===== src/adpll_pkg.sv =====
package adpll_pkg;

   ////////////////////////////////////////////////////////////
   // Word widths
   ////////////////////////////////////////////////////////////

   // FCW is unsigned Q12.14
   localparam int FRAW = 14;
   localparam int INTW = 12;
   localparam int FCWW = INTW + FRAW;
   // One guard bit for the signed phase error
   localparam int ACCW = FCWW + 1;
   localparam int OTWW = ACCW - FRAW;

   typedef logic        [FCWW-1:0] fcw_t;
   typedef logic signed [ACCW-1:0] acc_t;
   typedef logic        [INTW-1:0] tdc_t;
   typedef logic signed [OTWW-1:0] otw_int_t;
   typedef logic signed [7:0]      bank_word_t;
   typedef logic signed [4:0]      large_word_t;
   typedef logic        [3:0]      shift_t;

   ////////////////////////////////////////////////////////////
   // Modes and bank states
   ////////////////////////////////////////////////////////////

   // Code 3 is unused and falls back to power-down
   typedef enum logic [1:0] {
      PD   = 2'd0,
      TEST = 2'd1,
      RX   = 2'd2
   } adpll_mode_t;

   typedef enum logic [4:0] {
      IDLE = 5'b00001,
      PU   = 5'b00010,
      C_L  = 5'b00100,
      C_M  = 5'b01000,
      C_S  = 5'b10000
   } bank_state_t;

   typedef struct packed {
      shift_t alpha_l;
      shift_t alpha_m;
      shift_t alpha_s;
      shift_t beta;
   } loop_gain_t;

   typedef struct packed {
      large_word_t c_l;
      bank_word_t  c_m;
      bank_word_t  c_s;
   } dco_words_t;

   typedef struct packed {
      logic dco_pd;
      logic tdc_pd;
      logic tdc_pd_inj;
   } power_t;

   // Capacitor bank ranges
   localparam int L_MAX  = 12;
   localparam int L_MIN  = -13;
   localparam int MS_MAX = 127;
   localparam int MS_MIN = -128;

   // Repeats of one word before a bank counts as settled
   localparam int LOCK_COUNT_COARSE = 8;
   localparam int LOCK_COUNT_FINE   = 15;

endpackage


===== src/phase_accum.sv =====
`timescale 1ns/1ps

module phase_accum (
   input  logic             clk,
   input  logic             rst_accum_all,
   input  logic             en,
   input  logic             clear_loop,
   input  adpll_pkg::fcw_t  fcw,
   input  adpll_pkg::tdc_t  tdc_word,
   output adpll_pkg::acc_t  phase_acc
);

   adpll_pkg::acc_t fcw_ext;
   adpll_pkg::acc_t tdc_ext;
   adpll_pkg::acc_t phase_err;

   // TDC word is integer only, align it to the FCW fraction
   assign fcw_ext   = {1'b0, fcw};
   assign tdc_ext   = {1'b0, tdc_word, {adpll_pkg::FRAW{1'b0}}};
   assign phase_err = fcw_ext - tdc_ext;

   always_ff @(posedge clk) begin
      if (rst_accum_all) begin
         phase_acc <= '0;
      end else if (en) begin
         if (clear_loop) begin
            phase_acc <= '0;
         end else begin
            phase_acc <= phase_acc + phase_err;
         end
      end
   end

   // Each bank starts from a cleared phase
   a_clear_acc: assert property (
      @(posedge clk) disable iff (rst_accum_all)
      (en && clear_loop) |=> (phase_acc == '0)
   ) else $error("phase_acc not cleared after clear_loop");

endmodule


===== src/loop_filter.sv =====
`timescale 1ns/1ps

module loop_filter #(
   parameter int OTW_SHIFT = 7
) (
   input  logic                    clk,
   input  logic                    rst_accum_all,
   input  logic                    en,
   input  logic                    clear_loop,
   input  adpll_pkg::acc_t         phase_acc,
   input  adpll_pkg::bank_state_t  state,
   input  adpll_pkg::loop_gain_t   gains,
   output adpll_pkg::otw_int_t     otw_round,
   output adpll_pkg::bank_word_t   otw_sat
);

   adpll_pkg::shift_t   alpha;
   logic                int_en;
   adpll_pkg::acc_t     integ_q;
   adpll_pkg::acc_t     integ_sum;
   adpll_pkg::acc_t     prop;
   adpll_pkg::acc_t     ntw;
   adpll_pkg::acc_t     otw;
   adpll_pkg::otw_int_t otw_int;

   function automatic adpll_pkg::bank_word_t clip(adpll_pkg::otw_int_t w, int lo, int hi);
      adpll_pkg::bank_word_t res;
      if (int'(w) > hi) begin
         res = adpll_pkg::bank_word_t'(hi);
      end else if (int'(w) < lo) begin
         res = adpll_pkg::bank_word_t'(lo);
      end else begin
         res = w[7:0];
      end
      return res;
   endfunction

   // Proportional gain follows the active bank
   always_comb begin
      case (state)
         adpll_pkg::C_L: alpha = gains.alpha_l;
         adpll_pkg::C_M: alpha = gains.alpha_m;
         default:        alpha = gains.alpha_s;
      endcase
   end

   // Integral path only on the small bank
   assign int_en    = (state == adpll_pkg::C_S) && (gains.beta != '0);
   assign integ_sum = integ_q + phase_acc;
   assign prop      = phase_acc >>> alpha;
   assign ntw       = int_en ? prop + (integ_sum >>> gains.beta) : prop;

   ////////////////////////////////////////////////////////////
   // Scaling, rounding and bank saturation
   ////////////////////////////////////////////////////////////

   assign otw       = ntw <<< OTW_SHIFT;
   assign otw_int   = otw[adpll_pkg::ACCW-1:adpll_pkg::FRAW];
   // Round half up on the top fraction bit
   assign otw_round = otw_int + adpll_pkg::otw_int_t'(otw[adpll_pkg::FRAW-1]);

   always_comb begin
      if (state == adpll_pkg::C_L) begin
         otw_sat = clip(otw_round, adpll_pkg::L_MIN, adpll_pkg::L_MAX);
      end else begin
         otw_sat = clip(otw_round, adpll_pkg::MS_MIN, adpll_pkg::MS_MAX);
      end
   end

   always_ff @(posedge clk) begin
      if (rst_accum_all) begin
         integ_q <= '0;
      end else if (en) begin
         if (clear_loop) begin
            integ_q <= '0;
         end else if (int_en) begin
            integ_q <= integ_sum;
         end
      end
   end

   a_large_range: assert property (
      @(posedge clk) disable iff (rst_accum_all)
      (state == adpll_pkg::C_L) |->
         (int'(otw_sat) >= adpll_pkg::L_MIN) && (int'(otw_sat) <= adpll_pkg::L_MAX)
   ) else $error("otw_sat outside large bank range");

endmodule


===== src/lock_detector.sv =====
`timescale 1ns/1ps

module lock_detector (
   input  logic                    clk,
   input  logic                    rst_accum_all,
   input  logic                    en,
   input  logic                    lock_clear,
   input  logic                    lock_en,
   input  adpll_pkg::bank_state_t  state,
   input  adpll_pkg::bank_word_t   otw_sat,
   input  adpll_pkg::otw_int_t     otw_round,
   output logic                    lock,
   output adpll_pkg::bank_word_t   lock_word
);

   adpll_pkg::bank_word_t cand1;
   adpll_pkg::bank_word_t cand2;
   logic [4:0]            cnt1;
   logic [4:0]            cnt2;
   logic [4:0]            cnt1_inc;
   logic [4:0]            cnt2_inc;
   logic [4:0]            count_goal;
   logic                  railed;
   logic                  hit1;
   logic                  hit2;

   // Word pinned at a bank limit cannot settle any further
   assign railed = (otw_round != adpll_pkg::otw_int_t'(otw_sat));

   assign count_goal = (state == adpll_pkg::C_L || railed) ?
                       5'(adpll_pkg::LOCK_COUNT_COARSE) :
                       5'(adpll_pkg::LOCK_COUNT_FINE);

   // A zero count marks an empty candidate slot
   assign hit1     = (cnt1 != '0) && (otw_sat == cand1);
   assign hit2     = (cnt2 != '0) && (otw_sat == cand2);
   assign cnt1_inc = cnt1 + 5'd1;
   assign cnt2_inc = cnt2 + 5'd1;

   always_ff @(posedge clk) begin
      if (rst_accum_all) begin
         cnt1 <= '0;
         cnt2 <= '0;
         lock <= 1'b0;
      end else if (en) begin
         if (lock_clear) begin
            cnt1 <= '0;
            cnt2 <= '0;
            lock <= 1'b0;
         end else if (lock_en && !lock) begin
            if (hit1) begin
               cnt1 <= cnt1_inc;
               if (cnt1_inc >= count_goal) begin
                  lock      <= 1'b1;
                  lock_word <= cand1;
               end
            end else if (hit2) begin
               cnt2 <= cnt2_inc;
               if (cnt2_inc >= count_goal) begin
                  lock      <= 1'b1;
                  lock_word <= cand2;
               end
            end else begin
               // New word, the older candidate drops out
               cand1 <= otw_sat;
               cnt1  <= 5'd1;
               cand2 <= cand1;
               cnt2  <= cnt1;
            end
         end
      end
   end

   a_lock_needs_en: assert property (
      @(posedge clk) disable iff (rst_accum_all)
      $rose(lock) |-> $past(lock_en)
   ) else $error("lock rose while lock_en was low");

endmodule


===== src/bank_sequencer.sv =====
`timescale 1ns/1ps

module bank_sequencer #(
   parameter int PU_TDC_CYCLES    = 16,
   parameter int PU_INJ_CYCLES    = 48,
   parameter int PU_DONE_CYCLES   = 112,
   parameter int LOCK_WAIT_CYCLES = 480
) (
   input  logic                    clk,
   input  logic                    rst_accum_all,
   input  logic                    en,
   input  adpll_pkg::adpll_mode_t  mode,
   input  adpll_pkg::fcw_t         fcw,
   input  adpll_pkg::bank_word_t   otw_sat,
   input  logic                    lock,
   input  adpll_pkg::bank_word_t   lock_word,
   output adpll_pkg::bank_state_t  state,
   output logic                    clear_loop,
   output logic                    lock_clear,
   output logic                    lock_en,
   output adpll_pkg::dco_words_t   bank_words,
   output adpll_pkg::power_t       power,
   output logic                    channel_lock
);

   adpll_pkg::bank_state_t state_nxt;
   logic [8:0]             timer;
   logic [8:0]             timer_nxt;
   adpll_pkg::power_t      power_nxt;
   adpll_pkg::dco_words_t  frozen;
   adpll_pkg::dco_words_t  frozen_nxt;
   adpll_pkg::fcw_t        fcw_last;
   adpll_pkg::adpll_mode_t mode_last;
   logic                   clear_loop_nxt;
   logic                   lock_clear_nxt;
   logic                   lock_en_nxt;
   logic                   channel_lock_nxt;
   logic                   restart;

   // Any new channel or mode starts the sequence over
   assign restart = (fcw != fcw_last) || (mode != mode_last);

   ////////////////////////////////////////////////////////////
   // Sequence FSM
   ////////////////////////////////////////////////////////////

   always_comb begin
      state_nxt        = state;
      timer_nxt        = timer;
      power_nxt        = power;
      frozen_nxt       = frozen;
      clear_loop_nxt   = 1'b0;
      lock_clear_nxt   = 1'b0;
      lock_en_nxt      = lock_en;
      channel_lock_nxt = channel_lock;

      if (restart) begin
         state_nxt        = adpll_pkg::IDLE;
         lock_en_nxt      = 1'b0;
         lock_clear_nxt   = 1'b1;
         channel_lock_nxt = 1'b0;
      end else begin
         case (state)
            adpll_pkg::IDLE: begin
               timer_nxt        = '0;
               frozen_nxt       = '0;
               lock_en_nxt      = 1'b0;
               lock_clear_nxt   = 1'b1;
               channel_lock_nxt = 1'b0;
               if (mode == adpll_pkg::RX) begin
                  state_nxt = adpll_pkg::PU;
               end else begin
                  power_nxt = '1;
               end
            end
            adpll_pkg::PU: begin
               // DCO first, TDC and injection follow on the timer
               timer_nxt        = timer + 9'd1;
               power_nxt.dco_pd = 1'b0;
               if (timer == 9'(PU_TDC_CYCLES)) begin
                  power_nxt.tdc_pd = 1'b0;
               end
               if (timer == 9'(PU_INJ_CYCLES)) begin
                  power_nxt.tdc_pd_inj = 1'b0;
               end
               if (timer == 9'(PU_DONE_CYCLES)) begin
                  state_nxt      = adpll_pkg::C_L;
                  timer_nxt      = '0;
                  clear_loop_nxt = 1'b1;
                  lock_clear_nxt = 1'b1;
               end
            end
            adpll_pkg::C_L: begin
               lock_en_nxt = 1'b1;
               // Lock is stale during the clear cycle
               if (lock && !clear_loop) begin
                  frozen_nxt.c_l = adpll_pkg::large_word_t'(lock_word[4:0]);
                  state_nxt      = adpll_pkg::C_M;
                  clear_loop_nxt = 1'b1;
                  lock_clear_nxt = 1'b1;
               end
            end
            adpll_pkg::C_M: begin
               if (lock && !clear_loop) begin
                  frozen_nxt.c_m = lock_word;
                  state_nxt      = adpll_pkg::C_S;
                  clear_loop_nxt = 1'b1;
                  lock_clear_nxt = 1'b1;
                  lock_en_nxt    = 1'b0;
               end
            end
            adpll_pkg::C_S: begin
               // Small bank keeps tracking, lock after a fixed wait
               if (!channel_lock) begin
                  timer_nxt = timer + 9'd1;
                  if (timer == 9'(LOCK_WAIT_CYCLES - 1)) begin
                     channel_lock_nxt = 1'b1;
                  end
               end
            end
            default: state_nxt = adpll_pkg::IDLE;
         endcase
      end
   end

   always_ff @(posedge clk) begin
      if (rst_accum_all) begin
         state        <= adpll_pkg::IDLE;
         timer        <= '0;
         power        <= '1;
         frozen       <= '0;
         clear_loop   <= 1'b0;
         lock_clear   <= 1'b0;
         lock_en      <= 1'b0;
         channel_lock <= 1'b0;
         fcw_last     <= fcw;
         mode_last    <= mode;
      end else if (en) begin
         state        <= state_nxt;
         timer        <= timer_nxt;
         power        <= power_nxt;
         frozen       <= frozen_nxt;
         clear_loop   <= clear_loop_nxt;
         lock_clear   <= lock_clear_nxt;
         lock_en      <= lock_en_nxt;
         channel_lock <= channel_lock_nxt;
         fcw_last     <= fcw;
         mode_last    <= mode;
      end
   end

   // Active bank follows the filter, others show frozen words
   always_comb begin
      bank_words = frozen;
      if (!clear_loop) begin
         case (state)
            adpll_pkg::C_L: bank_words.c_l = adpll_pkg::large_word_t'(otw_sat[4:0]);
            adpll_pkg::C_M: bank_words.c_m = otw_sat;
            adpll_pkg::C_S: bank_words.c_s = otw_sat;
            default:        bank_words = frozen;
         endcase
      end
      if (state == adpll_pkg::IDLE) begin
         bank_words = '0;
      end
   end

   a_lock_in_cs: assert property (
      @(posedge clk) disable iff (rst_accum_all)
      channel_lock |-> (state == adpll_pkg::C_S)
   ) else $error("channel_lock high outside C_S");

endmodule


===== src/adpll_ctrl.sv =====
`timescale 1ns/1ps

module adpll_ctrl #(
   parameter int PU_TDC_CYCLES    = 16,
   parameter int PU_INJ_CYCLES    = 48,
   parameter int PU_DONE_CYCLES   = 112,
   parameter int LOCK_WAIT_CYCLES = 480,
   parameter int OTW_SHIFT        = 7
) (
   input  logic                    clk,
   input  logic                    rst_accum_all,
   input  logic                    en,
   input  adpll_pkg::fcw_t         fcw,
   input  adpll_pkg::adpll_mode_t  mode,
   input  adpll_pkg::tdc_t         tdc_word,
   input  adpll_pkg::loop_gain_t   gains,
   input  adpll_pkg::dco_words_t   test_words,
   input  adpll_pkg::power_t       test_power,
   output adpll_pkg::dco_words_t   dco_words,
   output adpll_pkg::power_t       power,
   output logic                    channel_lock,
   output logic                    channel_sat
);

   adpll_pkg::acc_t        phase_acc;
   adpll_pkg::otw_int_t    otw_round;
   adpll_pkg::bank_word_t  otw_sat;
   adpll_pkg::bank_word_t  lock_word;
   adpll_pkg::bank_state_t state;
   adpll_pkg::dco_words_t  seq_words;
   adpll_pkg::power_t      seq_power;
   logic                   clear_loop;
   logic                   lock_clear;
   logic                   lock_en;
   logic                   lock;

   phase_accum phase_accum0 (
      .clk(clk), .rst_accum_all(rst_accum_all), .en(en), .clear_loop(clear_loop),
      .fcw(fcw), .tdc_word(tdc_word), .phase_acc(phase_acc)
   );

   loop_filter #(.OTW_SHIFT(OTW_SHIFT)) loop_filter0 (
      .clk(clk), .rst_accum_all(rst_accum_all), .en(en), .clear_loop(clear_loop),
      .phase_acc(phase_acc), .state(state), .gains(gains),
      .otw_round(otw_round), .otw_sat(otw_sat)
   );

   lock_detector lock_detector0 (
      .clk(clk), .rst_accum_all(rst_accum_all), .en(en),
      .lock_clear(lock_clear), .lock_en(lock_en), .state(state),
      .otw_sat(otw_sat), .otw_round(otw_round),
      .lock(lock), .lock_word(lock_word)
   );

   bank_sequencer #(
      .PU_TDC_CYCLES(PU_TDC_CYCLES), .PU_INJ_CYCLES(PU_INJ_CYCLES),
      .PU_DONE_CYCLES(PU_DONE_CYCLES), .LOCK_WAIT_CYCLES(LOCK_WAIT_CYCLES)
   ) bank_sequencer0 (
      .clk(clk), .rst_accum_all(rst_accum_all), .en(en),
      .mode(mode), .fcw(fcw), .otw_sat(otw_sat),
      .lock(lock), .lock_word(lock_word), .state(state),
      .clear_loop(clear_loop), .lock_clear(lock_clear), .lock_en(lock_en),
      .bank_words(seq_words), .power(seq_power), .channel_lock(channel_lock)
   );

   // TEST mode drives the analog side straight from the test inputs
   assign dco_words = (mode == adpll_pkg::TEST) ? test_words : seq_words;
   assign power     = (mode == adpll_pkg::TEST) ? test_power : seq_power;

   // Small bank at either rail, channel out of tuning range
   assign channel_sat = (int'(dco_words.c_s) == adpll_pkg::MS_MAX) ||
                        (int'(dco_words.c_s) == adpll_pkg::MS_MIN);

endmodule


===== config.mk =====
export PLATFORM = sky130hd
export DESIGN_NAME = adpll_ctrl
export DESIGN_NICKNAME = d
export VERILOG_FILES = /design/src/adpll_pkg.sv /design/src/phase_accum.sv /design/src/loop_filter.sv /design/src/lock_detector.sv /design/src/bank_sequencer.sv /design/src/adpll_ctrl.sv
export SDC_FILE = /design/constraint.sdc
export NUM_CORES = 1
export LEC_CHECK = 0
export BUFFER_PORTS_ARGS = -buffer_cell sky130_fd_sc_hd__buf_2
export CORE_ASPECT_RATIO = 1.2
export CORE_MARGIN = 2
export CORE_UTILIZATION = 25
export CTS_CLUSTER_SIZE = 20
export DETAILED_ROUTE_END_ITERATION = 12
export SYNTH_ARGS = -nofsm -noshare
export SYNTH_HDL_FRONTEND = slang
export SYNTH_SLANG_ARGS = --single-unit

===== constraint.sdc =====
create_clock -name clk -period 13.9 [get_ports clk]
set_input_delay 0.695 -clock clk [delete_from_list [all_inputs] [get_ports clk]]
set_output_delay 0.695 -clock clk [all_outputs]
set_load 0.03 [all_outputs]

==> results.txt, run 1 <==
The run finished with clean final reports. Entering global routing, the biggest net connects 64 pins. The die is 268 µm tall. The most critical setup path has its startpoint at phase_accum0.phase_acc[0].

The average wire length per cell after detail routing is 17.4 µm. The worst setup path is of the reg -> reg kind. The total I/O pin count came out at 109.

The delay of the slowest cell on the worst path is ~1100 ps. The total detailed-routing wirelength came out at 45.8 mm. The die footprint is 60200 µm². The required time reported for the critical path endpoint came out at roughly 14000 ps. The via count came out at approximately 14000. In the final timing run, aggregate negative setup slack is 0 ps. The number of design rule violations left after detail routing came out at 0. The clock network fraction of total power is between 15 and 20%.

Among all stages on the critical path, the largest delay is contributed by sky130_fd_sc_hd__nor2_1. The count of nets after finishing is 2090. The clock drives 151 sinks. The relative contribution of combinational cells to total power is 59.9%. The number of antenna cells inserted came out at 0.

The clock latency on the worst-skew pair came out at about 470 ps. The startpoint identified for the worst register-to-register timing path is phase_accum0.phase_acc[0]. For this configuration, the core starts out at a cell density of 25.4%. The total setup violations reported at the end of the flow is 0. The number of buffers added by the clock tree synthesis step is 17. The via count normalized by instance count is 5.19. The initialized floorplan defines 96 standard-cell rows. Each instance of the synthesized netlist takes up on average around 7.9 µm². The maximum achievable frequency came out at 83.8 MHz.

Setup repair after global routing left no endpoint under its margin. STA classifies the critical path startpoint as a flop. The final worst clock skew came out at 15.4 ps. In the synthesized netlist the async set-or-reset flop fraction comes to 0%. The final number of hold-violating endpoints is 0.

The number of global-route vias before repair is 13100. The clock passes through at most 2 buffers. The first TritonRoute pass finished after 5 iterations. In this run the most critical hold path is launched from bank_sequencer0.power[2]. The path class of the tightest hold or removal check is reg -> reg. The area added between synthesis and finish came out at 12.0%. The floorplan die width is 224 µm.

The register bit count reported by yosys is 151. By area the synthesized netlist is led by sky130_fd_sc_hd__dfxtp_1 14%, sky130_fd_sc_hd__edfxtp_1 11%, sky130_fd_sc_hd__ha_1 9.2%. The core outline area came out at 57400 µm². The share of post-route cells with drive strength above 1 is 12.0%. Global routing finished with a remaining overflow of 0. The flip-flop cell with the highest count after synthesis is sky130_fd_sc_hd__dfxtp_1. The number of I/O port buffers came out at 108. TritonCTS built the clock tree. The number of antenna-violating nets in the routed design is 0. The worst path uses between 80% and 90% of the clock period. The maximum level of the CTS H-tree came out at 4. During synthesis, Yosys emitted a total of 0 warnings. The cts-stage hold buffer count came out at 0. The buffers inserted during post-CTS setup optimization is 0. The net switching fraction of the power is 47.4%. Counting tap cells, the placed design contains a total of ~2600 instances.

The relative slew slack is 13.2%. Of the total power, registers draw 22.2%. The final-report max-slew violation count came out at 0. The sum of net half-perimeters after detailed placement came out at about 37 mm. The library cell with the largest summed area after synthesis is sky130_fd_sc_hd__dfxtp_1. The number of antenna violations at the first check in global routing came to 2.

The share of the core filled with cells in the final layout is 28.4%. Counting I/O delays and the setup requirement, the final critical path takes approximately 12000 ps. The share of the Yosys chip area taken by registers is between 20% and 30%.

For the worst setup path, the data arrival time is about 12000 ps. The pre-CTS worst setup slack came out at 2100 ps. The net switching power came out at 0.00122 W. The number of cells produced by synthesis came out at 1835. The wire length of the first global-routing pass came out at roughly 72 mm. The static leakage power is between 6 and 7 nW. Total power for the finished layout comes to 0.00258 W. The power density over cell area is 158 nW/µm². The max capacitance violation total is 0.

IR analysis of the VDD net gives a maximum drop of around 0.1 mV. In this run, synthesis inferred 52 flip-flops with an integrated enable. Of the post-synthesis cell area, the dominant cell type holds a little over an eighth.

The final worst-path setup slack is 1970 ps. The number of nets in the synthesized netlist came out at 2039. For the pin with the worst max-slew slack, the measured transition is 1300 ps. STA classifies the critical path endpoint as a flop. The count of different cell masters after synthesis is 100. The root buffer selected by CTS is sky130_fd_sc_hd__clkbuf_16. For this run, the total global-route usage over all layers was measured as 15.1%.

The number of cells on the worst reg-to-reg path is 40. At the end of routability-driven placement, the weighted congestion stood at 0.933. The cell depth of the worst min-delay path is 2. The clock transition at the register clock pins on the worst setup and hold paths after CTS came out at 70 ps. The number of gates resized after CTS came out at 0. The synthesized cell area came out at about 15000 µm².

The detailed router finished its first iteration with 807 violations. The internal power of the cells came out at around 0.0014 W. Once layout is complete, the cells apart from fillers number 2634. The biggest fanout along the worst timing path came out at 20.
## routing by layer
metal  up-vias  wire length [µm]  track usage, %
met4         0              1710            6.73
met2       377             22600            27.2
met3        77              1980            1.89
li1       6770                 -               -
met5         -                 0               0
met1      6445             19500            17.9
## synthesized netlist by cell type, types with 48 or more instances
cell type / count
sky130_fd_sc_hd__nor3_1: 48
sky130_fd_sc_hd__o21ai_0: 96
sky130_fd_sc_hd__nand2_1: 165
sky130_fd_sc_hd__inv_1: 151
sky130_fd_sc_hd__dfxtp_1: 99
sky130_fd_sc_hd__ha_1: 107
sky130_fd_sc_hd__a21oi_1: 144
sky130_fd_sc_hd__clkbuf_1: 62
sky130_fd_sc_hd__nor2_1: 166
sky130_fd_sc_hd__mux2i_1: 68
sky130_fd_sc_hd__xnor2_1: 60
sky130_fd_sc_hd__nand3_1: 48
sky130_fd_sc_hd__edfxtp_1: 52
## cell usage in the layout, fill, tap and decap left out, drive strengths merged, types with 8 or more instances in the layout
cell / synthesis / layout
inv: 152 / 161
xor2: 48 / 48
nand3: 48 / 48
a22o: 14 / 14
nor3: 51 / 51
o22ai: 20 / 20
fa: 14 / 14
edfxtp: 52 / 52
a21oi: 148 / 148
a31o: 9 / 9
a21o: 25 / 25
a31oi: 15 / 15
nand2b: 22 / 22
nor4: 15 / 15
nor2b: 18 / 18
mux2: 22 / 22
dfxtp: 99 / 99
o21bai: 14 / 14
nand4: 20 / 20
clkbuf: 62 / 17
a211oi: 25 / 25
a22oi: 27 / 27
mux2i: 68 / 68
o21a: 20 / 20
nand2: 167 / 167
ha: 107 / 107
xnor2: 61 / 61
o31ai: 14 / 14
buf: 26 / 120
o21ai: 117 / 117
o32ai: 10 / 10
nor2: 167 / 167
and2: 9 / 9
o211ai: 18 / 18
or3: 12 / 12
and3: 17 / 17
a21boi: 8 / 8
## worst paths after layout
kind                                                  to  slack (ps)
worst min register to register  bank_sequencer0.power[2]         440
worst max register to register   lock_detector0.cand1[2]        1970
worst max-delay path             lock_detector0.cand1[2]        1970
worst min-delay path            bank_sequencer0.power[2]         440
## per-stage QoR
stage | hold slack, ps | cell area (µm²)
after global routing | 427 | 16300
after floorplan | 419 | 14600
final | 444 | 16300
after global placement | 433 | 15700
after CTS | 413 | 16300
after detailed placement | 435 | 15700
## power by group through the flow
| stage | clock network [W] | registers [W] | logic, W |
|---|---|---|---|
| 6_report | 0.000463 | 0.000571 | 0.00154 |
| 5_1_grt | 0.000494 | 0.000573 | 0.00172 |
| 4_1_cts | 0.000476 | 0.000571 | 0.00153 |
| 3_5_place_dp | 0 | 0.000581 | 0.00152 |
| 3_3_place_gp | 0 | 0.000580 | 0.00149 |
| 2_1_floorplan | 0 | 0.000542 | 0.00119 |
## critical path: cells and delay by family, from the launching register on
kind / cells / cell delay (ps)
buffers and inverters: 1 / 170
AOI/OAI and AO/OA: 22 / 4710
muxes: 3 / 980
adders and majority gates: 5 / 1650
and+or+nand+nor: 5 / 2640
DFF: 1 / 350
xor gates and xnor gates: 4 / 990
## cell type report
type,count,area [µm²]
Tap cell,735,920
Sequential cell,151,3540
Timing Repair Buffer,120,631
Inverter,154,581
Clock inverter,15,153
Fill cell,6184,41100
Multi-Input combinational cell,1442,10000
Clock buffer,17,425
## cells by family (layout without fill, tap and decap cells)
logic type | after synthesis | in the layout | share of synthesized area (%)
AOI/OAI and AO/OA | 539 | 539 | 24.7
buffers and inverters | 242 | 306 | 6.70
adders and majority gates | 121 | 121 | 11.1
DFF | 151 | 151 | 24.3
muxes | 97 | 97 | 7.49
xor gates and xnor gates | 109 | 109 | 6.87
and+or+nand+nor | 576 | 576 | 18.7
## state kept, by name (all words and copies together) (netlist names)
name and cells:
bank_sequencer0.clear_loop 1, bank_sequencer0.lock_clear 1, bank_sequencer0.lock_en 1, bank_sequencer0.channel_lock 1
bank_sequencer0.power 3, lock_detector0.cand1 8, lock_detector0.cand2 8, bank_sequencer0.timer 9
lock_detector0.cnt2 5, lock_detector0.lock_word 8, loop_filter0.integ_q 27, phase_accum0.phase_acc 27
bank_sequencer0.frozen 13, bank_sequencer0.state 5, lock_detector0.lock 1, bank_sequencer0.mode_last 2
bank_sequencer0.fcw_last 26, lock_detector0.cnt1 5
No activity file was read; power rests on OpenSTA's default activity.
==> run 2: changes to the inputs <==
--- a/config.mk
+++ b/config.mk
@@ -12,4 +12,5 @@
 export CTS_CLUSTER_SIZE = 20
 export DETAILED_ROUTE_END_ITERATION = 12
+export SLEW_MARGIN = 20
 export SYNTH_ARGS = -nofsm -noshare
 export SYNTH_HDL_FRONTEND = slang
==> constraint.sdc (replaced) <==
create_clock -name clk -period 13.9 [get_ports clk]
set_input_delay 0.695 -clock clk [delete_from_list [all_inputs] [get_ports clk]]
set_output_delay 0.695 -clock clk [all_outputs]
set_load 0.02 [all_outputs]
==> run 2 against run 1 <==
Effect of this change:
- routed wire length rose by 0.16%
- fmax rose by 1.1%
- count of clock-buffer cells in the layout did not move
- largest power group unchanged
==> results.txt, run 2 (synthesis gave the netlist of run 1 again) <==
The flow ran to the end, and the final reports show no timing, DRC or antenna violations. The filler cell count in the final layout came out at 6183. TritonCTS built the clock tree. Counting every sink on the clock net gives 151. The maximum number of pins on one net before global-route repair came out at 64. In this run the critical register-to-register path is launched from phase_accum0.phase_acc[0].

The maximum level of the CTS H-tree is 4. The cell repeated most along the worst path is sky130_fd_sc_hd__a31oi_1. The effective utilization at floorplan is 25.4%. The clock latency on the worst-skew pair is 470 ps. The overall global routing resource usage is 15.1%. The global routing met2 resource utilization came out at between 20% and 30%.

The via count came out at 13700. The final worst hold slack came out at 443 ps. Adding up every negative setup slack in the final design gives 0 ps. The final cycle utilization of the critical path is 85.0%.

Leaving out fill and tap cells, the most frequent cells in the layout are 165 x sky130_fd_sc_hd__nor2_1, 165 x sky130_fd_sc_hd__nand2_1, 151 x sky130_fd_sc_hd__inv_1. The share of post-route cells with drive strength above 1 came out at 12.1%. Across the run, the number of max-cap violations was 0. The launching element type of the critical path is a flop.

The register-to-register path setup slack is between 2000 and 2500 ps. The multi-input logic area came out at 10100 µm². The core outline area came out at 57400 µm². For this run the aggregate overflow at the end of global routing stands at 0. The family with the most delay on the worst path is compound AO/OA/AOI/OAI gates. The cell count of the worst reg-to-reg path came out at 42. The number of search-and-repair iterations in the first detailed-routing pass is 6.

The most used routing layer in global routing is met2. For the pin with the worst max-slew slack, the measured transition is between 1000 and 1500 ps. The cell sitting at the root of the clock tree is a sky130_fd_sc_hd__clkbuf_16. The count of nets after finishing came out at about 2100. The number of design rule violations left after detail routing is 0.

The floorplan has 96 rows. The die footprint is 60200 µm². The clock period could shrink to between 10000 and 15000 ps. The number of hold buffers added after CTS was 0. For this run, global-route usage on met3 was measured as 1.89%. The buffering stage count on the worst path with inverters included is 1. The required time reported for the critical path endpoint is 14000 ps.

In this run the tool buffered the top-level ports with 108 buffer cells. Summed over all nets, the switching power comes to between 0.001 and 0.0015 W. The internal power of the cells totals 0.00135 W. The number of global-route vias before repair came out at 13100. The number of antenna cells inserted is 0. The violation count after the first detailed-route iteration is 780. For hold timing, the worst endpoint is bank_sequencer0.fcw_last[23].

The delay of the slowest cell on the worst path is 740 ps. The final-report max-slew violation count came out at 0. The final worst clock skew came out at 14.8 ps. In this run the worst hold path is classified as in -> reg. The number of gates resized after CTS is 0. Dividing the detail-routed wire length by the instance count gives 17.4 µm.

The number of antenna violations at the first check in global routing came out at 2. The setup path with the least slack is of type reg -> reg. In this run the most critical hold path is launched from fcw[23]. Data arrives at the worst endpoint at roughly 12000 ps. The slowest stage of the critical path is the sky130_fd_sc_hd__nand4_1 cell. The sequential share of power is between 20% and 30%. The number of buffers on the longest clock path is 2. The maximum vdd ir drop came out at 0.100 mV. The number of buffers added by the clock tree synthesis step is 17. The critical path capture point type is a flop. Setup repair after global routing left no endpoint under its margin. The clock network fraction of total power is 18.0%. The maximum achievable frequency is between 80 and 90 MHz.

From left edge to right edge, the die measures 224 µm. The endpoint identified for the worst register-to-register timing path is lock_detector0.lock_word[3]. Of all nets on the critical path, the largest fanout is 20. The clock transition at the register clock pins on the worst setup and hold paths after CTS is around 80 ps. The overall die height came out at 268 µm. The total setup violations reported at the end of the flow came out at 0. The register cell area after layout came out at 3540 µm².

The number of antenna-violating nets in the routed design is 0. The buffers inserted during post-CTS setup optimization is 0. The sum of net half-perimeters after detailed placement came out at 36.5 mm. The final number of hold-violating endpoints is 0. The wire length of the first global-routing pass came out at 71.7 mm. The area added between synthesis and finish came out at 12.0%. The relative contribution of combinational cells to total power is between 50% and 60%. The via count normalized by instance count came out at 5.19. In this run switching power makes up approximately 47% of total power. The relative slew slack is 30.7%. The power density over cell area is 158 nW/µm². The met1 global-route usage came out at roughly 18%. The largest registers in the layout are loop_filter0.integ_q x27, phase_accum0.phase_acc x27, bank_sequencer0.fcw_last x26. The total detailed-routing wirelength is 45.9 mm. Along the worst hold path, the cell count comes to 1.

For this design the static power due to leakage is 6.68 nW. The final weighted congestion in routability-driven placement came out at 0.933. During I/O placement, the number of pins put on the boundary was about 110.
-- run 2: cell counts in the layout (fill, tap and decap cells not counted) --
Identical to the previous run, type by type.
-- run 2: layer usage --
metal,routed length [µm],vias to the layer above
met4,1670,0
met3,1760,74
met2,22600,359
met5,0,-
li1,-,6755
met1,19800,6471
-- run 2: how the worst max path moves through the flow --
| stage | endpoint | cells past startpoint | from | slack [ps] |
|---|---|---|---|---|
| 6_report | lock_detector0.lock_word[3] | 42 | phase_accum0.phase_acc[0] | 2090 |
| 5_1_grt | lock_detector0.lock_word[4] | 46 | phase_accum0.phase_acc[0] | 1210 |
| 4_1_cts | lock_detector0.cand1[2] | 41 | phase_accum0.phase_acc[0] | 2060 |
| 3_5_place_dp | lock_detector0.cand1[2] | 40 | phase_accum0.phase_acc[0] | 2100 |
| 3_3_place_gp | lock_detector0.cand2[2] | 40 | phase_accum0.phase_acc[0] | 2490 |
| 2_1_floorplan | lock_detector0.cand1[0] | 43 | phase_accum0.phase_acc[0] | 3930 |
-- run 2: cell type report --
type / count / share of cell area [%]
multi-input cells: 1442 / 61.7
flip-flops and latches: 151 / 21.7
well taps: 735 / 5.64
repair buffers: 120 / 3.87
inverters: 154 / 3.56
clock buffers: 17 / 2.61
clock inverters: 15 / 0.936
-- run 2: power by group through the flow --
| stage | Sequential, W | Clock, W | Combinational, W |
|---|---|---|---|
| final | 0.000572 | 0.000464 | 0.00154 |
| after global routing | 0.000573 | 0.000494 | 0.00171 |
| after CTS | 0.000571 | 0.000476 | 0.00153 |
| after detailed placement | 0.000581 | 0 | 0.00152 |
| after global placement | 0.000580 | 0 | 0.00149 |
| after floorplan | 0.000542 | 0 | 0.00119 |
-- run 2: metrics by stage --
| stage | instances | setup WS [ps] | instance area, µm² | utilization, % | power [W] |
|---|---|---|---|---|---|
| CTS | 2634 | 2060 | 16300 | 28.4 | 0.00258 |
| finish | 2634 | 2090 | 16300 | 28.4 | 0.00258 |
| global route | 2634 | 1210 | 16300 | 28.4 | 0.00278 |
| detailed placement | 2602 | 2100 | 15700 | 27.4 | 0.00210 |
| floorplan | 1835 | 3930 | 14600 | - | 0.00173 |
| global placement | 2602 | 2490 | 15700 | 27.4 | 0.00207 |
